==> src/cdi_pkg.sv <==
`default_nettype none

package cdi_pkg;

    // ==============================
    // Widths
    // ==============================

    localparam int IOCTL_ADDR_BITS  = 25;
    localparam int IOCTL_WORD_BITS  = 16;
    localparam int IOCTL_INDEX_BITS = 16;
    localparam int SDRAM_ADDR_BITS  = 25;
    localparam int SDRAM_WORD_BITS  = 16;
    localparam int WORM_ADDR_BITS   = 13;
    localparam int WORM_BYTE_BITS   = 8;

    typedef logic [IOCTL_ADDR_BITS-1:0]  ioctl_addr_t;
    typedef logic [IOCTL_WORD_BITS-1:0]  ioctl_word_t;
    typedef logic [IOCTL_INDEX_BITS-1:0] ioctl_index_t;
    typedef logic [SDRAM_ADDR_BITS-1:0]  sdram_addr_t;
    typedef logic [SDRAM_WORD_BITS-1:0]  sdram_word_t;
    typedef logic [WORM_ADDR_BITS-1:0]   worm_addr_t;
    typedef logic [WORM_BYTE_BITS-1:0]   worm_byte_t;

    // ==============================
    // Download mapping
    // ==============================

    // Index bit 6 set means the image goes to the slave WORM
    localparam int WORM_INDEX_BIT = 6;

    // Boot ROM sits where the top three SDRAM address bits are 001
    localparam sdram_addr_t ROM_REGION_BASE = 25'h040_0000;
    localparam int          ROM_OFFSET_BITS = 22;

    // Request FIFO sizing
    localparam int REQ_FIFO_DEPTH = 4;
    localparam int REQ_PTR_BITS   = $clog2(REQ_FIFO_DEPTH);
    localparam int REQ_CNT_BITS   = $clog2(REQ_FIFO_DEPTH + 1);

    // ==============================
    // Transfer records
    // ==============================

    // One word write into the ROM region
    typedef struct packed {
        sdram_addr_t addr;
        sdram_word_t data;
    } sdram_req_t;

    // One byte write into the WORM
    typedef struct packed {
        worm_addr_t adr;
        worm_byte_t data;
    } worm_wr_t;

    // Who currently owns the SDRAM controller port
    typedef enum logic [1:0] {
        OWN_IDLE,
        OWN_ROM_WRITE,
        OWN_REFRESH
    } port_owner_t;

endpackage

`default_nettype wire

==> src/ioctl_router.sv <==
`default_nettype none

module ioctl_router (
    input  logic                  clk_sys,
    input  logic                  cditop_reset,
    input  logic                  ioctl_wr,
    input  cdi_pkg::ioctl_index_t ioctl_index,
    input  cdi_pkg::ioctl_addr_t  ioctl_addr,
    input  cdi_pkg::ioctl_word_t  ioctl_dout,
    input  logic                  req_ready,
    output logic                  ioctl_wait,
    output logic                  req_valid,
    output cdi_pkg::sdram_req_t   req,
    output logic                  slave_worm_wr,
    output cdi_pkg::worm_wr_t     worm
);

    logic                 accept;
    logic                 to_worm;
    logic                 hi_pending;
    cdi_pkg::worm_byte_t  hi_byte;
    cdi_pkg::sdram_addr_t rom_offset;

    assign to_worm = ioctl_index[cdi_pkg::WORM_INDEX_BIT];

    // Stall the source while the high byte goes out or the request is stuck
    assign ioctl_wait = hi_pending || (req_valid && !req_ready);
    assign accept     = ioctl_wr && !ioctl_wait;

    // Word aligned offset inside the ROM region
    assign rom_offset = cdi_pkg::sdram_addr_t'(
        {ioctl_addr[cdi_pkg::ROM_OFFSET_BITS-1:1], 1'b0});

    // ==============================
    // Boot ROM requests
    // ==============================

    always_ff @(posedge clk_sys) begin
        if (cditop_reset) begin
            req_valid <= 1'b0;
        end else if (accept && !to_worm) begin
            req_valid <= 1'b1;
        end else if (req_ready) begin
            req_valid <= 1'b0;
        end
    end

    // Download is little endian, the 68k wants big endian
    always_ff @(posedge clk_sys) begin
        if (accept && !to_worm) begin
            req.addr <= cdi_pkg::ROM_REGION_BASE + rom_offset;
            req.data <= {ioctl_dout[7:0], ioctl_dout[15:8]};
        end
    end

    // ==============================
    // WORM byte writes
    // ==============================

    always_ff @(posedge clk_sys) begin
        if (cditop_reset) begin
            hi_pending    <= 1'b0;
            slave_worm_wr <= 1'b0;
        end else begin
            hi_pending    <= accept && to_worm;
            slave_worm_wr <= (accept && to_worm) || hi_pending;
        end
    end

    always_ff @(posedge clk_sys) begin
        if (accept && to_worm) begin
            // Lower byte goes first
            worm.adr  <= ioctl_addr[cdi_pkg::WORM_ADDR_BITS-1:0];
            worm.data <= ioctl_dout[7:0];
            hi_byte   <= ioctl_dout[15:8];
        end else if (hi_pending) begin
            worm.adr[0] <= 1'b1;
            worm.data   <= hi_byte;
        end
    end

    // A stalled request must not change under the FIFO
    assert property (@(posedge clk_sys) disable iff (cditop_reset)
        req_valid && !req_ready |=> req_valid && $stable(req));

endmodule

`default_nettype wire

==> src/sdram_req_fifo.sv <==
`default_nettype none

module sdram_req_fifo (
    input  logic                clk_sys,
    input  logic                cditop_reset,
    input  logic                in_valid,
    input  cdi_pkg::sdram_req_t in_req,
    input  logic                out_ready,
    output logic                in_ready,
    output logic                out_valid,
    output cdi_pkg::sdram_req_t out_req,
    output logic                empty
);

    cdi_pkg::sdram_req_t             mem [cdi_pkg::REQ_FIFO_DEPTH];
    logic [cdi_pkg::REQ_PTR_BITS-1:0] wr_ptr;
    logic [cdi_pkg::REQ_PTR_BITS-1:0] rd_ptr;
    logic [cdi_pkg::REQ_CNT_BITS-1:0] count;
    logic                            push;
    logic                            pop;

    assign empty     = (count == '0);
    assign in_ready  = (count != cdi_pkg::REQ_CNT_BITS'(cdi_pkg::REQ_FIFO_DEPTH));
    assign out_valid = !empty;
    assign out_req   = mem[rd_ptr];

    assign push = in_valid && in_ready;
    assign pop  = out_valid && out_ready;

    always_ff @(posedge clk_sys) begin
        if (push) begin
            mem[wr_ptr] <= in_req;
        end
    end

    // Pointers wrap by themselves since the depth is a power of two
    always_ff @(posedge clk_sys) begin
        if (cditop_reset) begin
            wr_ptr <= '0;
            rd_ptr <= '0;
            count  <= '0;
        end else begin
            if (push) begin
                wr_ptr <= wr_ptr + 1'b1;
            end
            if (pop) begin
                rd_ptr <= rd_ptr + 1'b1;
            end
            case ({push, pop})
                2'b10:   count <= count + 1'b1;
                2'b01:   count <= count - 1'b1;
                default: count <= count;
            endcase
        end
    end

    assert property (@(posedge clk_sys) disable iff (cditop_reset)
        count <= cdi_pkg::REQ_CNT_BITS'(cdi_pkg::REQ_FIFO_DEPTH));

endmodule

`default_nettype wire

==> src/sdram_port_arbiter.sv <==
`default_nettype none

module sdram_port_arbiter (
    input  logic                 clk_sys,
    input  logic                 cditop_reset,
    input  logic                 ioctl_download,
    input  logic                 fifo_valid,
    input  cdi_pkg::sdram_req_t  fifo_req,
    input  logic                 sdram_busy,
    output logic                 fifo_ready,
    output cdi_pkg::sdram_addr_t sdram_addr,
    output cdi_pkg::sdram_word_t sdram_din,
    output logic                 sdram_wr,
    output logic                 sdram_refresh
);

    cdi_pkg::port_owner_t owner;
    logic                 busy_seen;
    logic                 cmd_done;

    // Only take a request when a write can go out right away
    assign fifo_ready = (owner == cdi_pkg::OWN_IDLE) && !sdram_busy;

    // Command finished once busy has come and gone again
    assign cmd_done = busy_seen && !sdram_busy;

    // ==============================
    // Owner FSM
    // ==============================

    always_ff @(posedge clk_sys) begin
        if (cditop_reset) begin
            owner         <= cdi_pkg::OWN_IDLE;
            busy_seen     <= 1'b0;
            sdram_wr      <= 1'b0;
            sdram_refresh <= 1'b0;
        end else begin
            sdram_wr      <= 1'b0;
            sdram_refresh <= 1'b0;

            case (owner)
                cdi_pkg::OWN_IDLE: begin
                    busy_seen <= 1'b0;
                    // ROM writes first, refresh only during download
                    if (!sdram_busy) begin
                        if (fifo_valid) begin
                            sdram_wr <= 1'b1;
                            owner    <= cdi_pkg::OWN_ROM_WRITE;
                        end else if (ioctl_download) begin
                            sdram_refresh <= 1'b1;
                            owner         <= cdi_pkg::OWN_REFRESH;
                        end
                    end
                end
                cdi_pkg::OWN_ROM_WRITE, cdi_pkg::OWN_REFRESH: begin
                    if (sdram_busy) begin
                        busy_seen <= 1'b1;
                    end
                    if (cmd_done) begin
                        owner <= cdi_pkg::OWN_IDLE;
                    end
                end
                default: owner <= cdi_pkg::OWN_IDLE;
            endcase
        end
    end

    always_ff @(posedge clk_sys) begin
        if (fifo_valid && fifo_ready) begin
            sdram_addr <= fifo_req.addr;
            sdram_din  <= fifo_req.data;
        end
    end

    assert property (@(posedge clk_sys) disable iff (cditop_reset)
        !(sdram_wr && sdram_refresh));

    // Controller must be idle whenever a command strobe is seen
    assert property (@(posedge clk_sys) disable iff (cditop_reset)
        (sdram_wr || sdram_refresh) |-> !sdram_busy);

endmodule

`default_nettype wire

==> src/cdi_boot_loader.sv <==
`default_nettype none

module cdi_boot_loader (
    input  logic                  clk_sys,
    input  logic                  cditop_reset,
    input  logic                  ioctl_download,
    input  logic                  ioctl_wr,
    input  cdi_pkg::ioctl_index_t ioctl_index,
    input  cdi_pkg::ioctl_addr_t  ioctl_addr,
    input  cdi_pkg::ioctl_word_t  ioctl_dout,
    input  logic                  sdram_busy,
    output logic                  ioctl_wait,
    output cdi_pkg::sdram_addr_t  sdram_addr,
    output cdi_pkg::sdram_word_t  sdram_din,
    output logic                  sdram_wr,
    output logic                  sdram_refresh,
    output cdi_pkg::worm_addr_t   slave_worm_adr,
    output cdi_pkg::worm_byte_t   slave_worm_data,
    output logic                  slave_worm_wr
);

    logic                req_valid;
    logic                req_ready;
    cdi_pkg::sdram_req_t req;
    logic                fifo_valid;
    logic                fifo_ready;
    cdi_pkg::sdram_req_t fifo_req;
    cdi_pkg::worm_wr_t   worm;

    ioctl_router u_router (
        .clk_sys       (clk_sys),
        .cditop_reset  (cditop_reset),
        .ioctl_wr      (ioctl_wr),
        .ioctl_index   (ioctl_index),
        .ioctl_addr    (ioctl_addr),
        .ioctl_dout    (ioctl_dout),
        .req_ready     (req_ready),
        .ioctl_wait    (ioctl_wait),
        .req_valid     (req_valid),
        .req           (req),
        .slave_worm_wr (slave_worm_wr),
        .worm          (worm)
    );

    sdram_req_fifo u_fifo (
        .clk_sys      (clk_sys),
        .cditop_reset (cditop_reset),
        .in_valid     (req_valid),
        .in_req       (req),
        .out_ready    (fifo_ready),
        .in_ready     (req_ready),
        .out_valid    (fifo_valid),
        .out_req      (fifo_req),
        .empty        ()
    );

    sdram_port_arbiter u_arbiter (
        .clk_sys        (clk_sys),
        .cditop_reset   (cditop_reset),
        .ioctl_download (ioctl_download),
        .fifo_valid     (fifo_valid),
        .fifo_req       (fifo_req),
        .sdram_busy     (sdram_busy),
        .fifo_ready     (fifo_ready),
        .sdram_addr     (sdram_addr),
        .sdram_din      (sdram_din),
        .sdram_wr       (sdram_wr),
        .sdram_refresh  (sdram_refresh)
    );

    // WORM port of the slave
    assign slave_worm_adr  = worm.adr;
    assign slave_worm_data = worm.data;

endmodule

`default_nettype wire

==> config.mk <==
export PLATFORM = sky130hd
export DESIGN_NAME = cdi_boot_loader
export DESIGN_NICKNAME = d
export VERILOG_FILES = /design/src/cdi_pkg.sv /design/src/ioctl_router.sv /design/src/sdram_req_fifo.sv /design/src/sdram_port_arbiter.sv /design/src/cdi_boot_loader.sv
export SDC_FILE = /design/constraint.sdc
export NUM_CORES = 1
export LEC_CHECK = 0
export BUFFER_PORTS_ARGS = -buffer_cell sky130_fd_sc_hd__clkbuf_2
export CAP_MARGIN = 20
export CORE_MARGIN = 2
export CORE_UTILIZATION = 57
export DETAILED_ROUTE_END_ITERATION = 8
export PLACE_DENSITY = 0.88
export SYNTH_ARGS = -nofsm -noshare
export SYNTH_HDL_FRONTEND = slang
export SYNTH_HIERARCHICAL = 1
export SYNTH_SLANG_ARGS = --single-unit
==> constraint.sdc <==
create_clock -name clk_sys -period 3.3 [get_ports clk_sys]
set_clock_uncertainty 0.1 [all_clocks]
set_input_delay 0.165 -clock clk_sys [delete_from_list [all_inputs] [get_ports clk_sys]]
set_output_delay 0.165 -clock clk_sys [all_outputs]
set_load 0.005 [all_outputs]
==> impl_metrics.ini <==
[timing]
tns_ns = 0
worst_pin_slew_ns = 1.07
fin_crit_ns = 2.68
timing.final.crit_share = 0.811
rsz0062_at_grt = false
worst_slack_ns = 0.624
hold_violations = 0
clock.fmax_mhz = 374
whs_ns = 0.266
slew_headroom = 0.288
setup_violations = 0
slew_violations = 0

[job]
drv_cap = 0

[yosys]
syn_inst = 433
yosysSeqAreaShare = 0.825
syn_avg_cell_area_sq_um = 23.7
ys_types = 40
yosys_warnings = 6
yosys.area.top_type = edfxtp_1
ys_async_sr_fraction = 0
synth_edf_count = 271
synth_top_area_frac = 0.792
synth_seq_cells = 288
synth.area.top_cells = edfxtp_1, mux4_1, mux4_2
synthFlopType = edfxtp_1
syn_area_sq_um = 10300

[placement]
pre_cts_ws_ns = 0.680
gp_congestion = 0.685
port_buffers = 109
post-dp-hpwl_mm = 9.99
placed_cell_area_sq_um = 11100

[detailed_routing]
drc = 0
routed-via-count = 4724
drtAntennaViolNets = 0
first_pass_iters = 4
viasPerCell = 5.51
drt_iter0_drc = 282
wl_mm = 18.3
drt-wirelength-per-cell_um = 21.3

[clock_network]
cts_buffers = 27
insertion_delay_ns = 0.52
path_clk_slew_ns = 0.07
cts_tree = yes
cts_buffer_depth = 3
htreeDepth = 1
root_buffer = clkbuf_16
cts_sinks = 288
cts_resized = 0

[final_layout]
diodes = 0
stdcell_area_sq_um = 12400
final_util = 0.696
nNetsFinal = 678
area_growth_pct = 20.9
drive_gt1_frac = 0.326

[power_and_ir_drop]
peakVddDrop_uv = 528
power.leakage_uw = 0.00432
p_per_area_nw_per_um2 = 659

[critical_path]
critPathCaptureType = register
setup.worst_path.start_class = register
crit_arrival_ns = 3.03
crit_type = register to register
cp_max_fo = 3
required_ns = 3.65

[die]
fp.dieW_um = 138
coreArea_sq_um = 17800
die_y_um = 138
pin_count = 128
dieArea_sq_um = 19100
start_util = 0.576
fp-row-count = 49

[global_routing]
grt_use_total = 0.193
grt_max_degree = 42
overflow = 0
grt_pass1_vias = 5056
grt_pass1_wl_mm = 28.2
grt_antenna_before_repair = 0

[worst_hold_path]
hold_path_class = input pin to register

[outcome]
outcome = complete, no violations
flip-flops by register name, summed over array words and instances (netlist names), 2 cells and up, named ones only:
| register | flops |
|---|---|
| u_arbiter/owner | 2 |
| u_arbiter/sdram_addr | 25 |
| u_arbiter/sdram_din | 16 |
| u_fifo/count | 3 |
| u_fifo/mem | 164 |
| u_fifo/rd_ptr | 2 |
| u_fifo/wr_ptr | 2 |
| u_router/hi_byte | 8 |
| u_router/req | 37 |
| u_router/worm | 21 |
cells in the mapped netlist, types with 2 or more instances:
master,count
and2_1,5
nand2b_4,2
mux2_4,7
buf_4,4
ha_1,7
o21ai_0,3
mux2_2,2
edfxtp_1,271
nand2_1,3
mux4_1,20
dfxtp_1,17
o31ai_1,2
conb_1,2
mux2i_1,2
inv_1,12
xor2_1,3
nor2b_1,2
nand2b_1,5
nor2_1,11
a21oi_1,5
buf_6,6
buf_2,4
mux4_2,21
timing repair:
item                                   in CTS  in global routing
buffers inserted                            0                  0
setup endpoints to repair                   0                  0
hold buffers                               44                  0
endpoints found under the hold margin      81                  0
routing by layer:
| metal | track usage | wire length, um | vias to the layer above |
|---|---|---|---|
| met5 | 0 | 0 | - |
| met4 | 0.0559 | 476 | 0 |
| met3 | 0.0326 | 996 | 33 |
| met2 | 0.345 | 9660 | 168 |
| met1 | 0.247 | 7170 | 2410 |
| li1 | - | - | 2113 |
final timing paths:
kind                                    startpoint                end  slack [ns]  cells after the start
worst max-delay path            u_arbiter/owner[1]    u_fifo/count[2]        0.62                     12
worst min-delay path                ioctl_addr[14]   u_router/req[30]        0.27                      2
worst max register to register  u_arbiter/owner[1]    u_fifo/count[2]        0.62                     12
worst min register to register    u_router/req[29]  u_fifo/mem[2][29]        0.40                      0
placed cells by master, fill, tap and decap left out, drive strengths merged, types with 3 or more instances in the layout:
cell type,n
mux4,41
nor2,11
clkbuf,138
or3,3
o21ai,3
a21oi,5
dfxtp,17
ha,7
bufinv,5
dlygate4sd3,44
nand2b,7
buf,7
xor2,3
conb,4
nand2,3
inv,14
and2,5
clkinvlp,3
mux2,9
clkinv,12
edfxtp,271
area by class of cell:
| type | instances | area [sq um] |
|---|---|---|
| clock buffer | 29 | 683 |
| clock inverter | 21 | 238 |
| fill | 1039 | 5430 |
| inverter | 13 | 48.8 |
| multi-input combinational | 118 | 1640 |
| sequential | 288 | 8480 |
| tap | 229 | 287 |
| timing repair buffer | 160 | 1040 |
cell families (layout without fill, tap and decap cells):
logic type	Yosys count	after routing	share of synthesized area
AO/OA/AOI/OAI	14	14	0.00938
XOR/XNOR	3	3	0.00256
adder cells (fa/ha/maj)	8	8	0.0105
buffers and inverters	29	223	0.0169
flip-flops	288	288	0.825
multiplexers	52	52	0.112
other	2	4	0.000731
AND/OR/NAND/NOR	37	37	0.0229
where the power goes:
| part | leakage (uW) | switching [uW] | internal [uW] |
|---|---|---|---|
| registers | 0.00261 | 84.4 | 4210 |
| clock network | 0.000444 | 1270 | 1890 |
| logic | 0.00127 | 370 | 350 |
| total | 0.00432 | 1730 | 6450 |
worst max-delay path: stages (launching register included):
cell and delay, ns:
dfxtp_1 0.32, inv_1 0.09, ha_1 0.18, inv_1 0.06
nor2_1 0.17, o31ai_1 0.14, inv_1 0.10, ha_1 0.21
inv_1 0.08, fa_1 0.43, xor2_1 0.16, or3_2 0.41
a21oi_1 0.16
stage by stage:
| stage | power (uW) | cells |
|---|---|---|
| final | 8180 | 858 |
| after global routing | 8450 | 858 |
| after CTS | 8250 | 858 |
| after detailed placement | 5050 | 764 |
| after global placement | 5000 | 764 |
| after floorplan | 4820 | 435 |
Note: power is estimated with default switching activity, not from simulation.
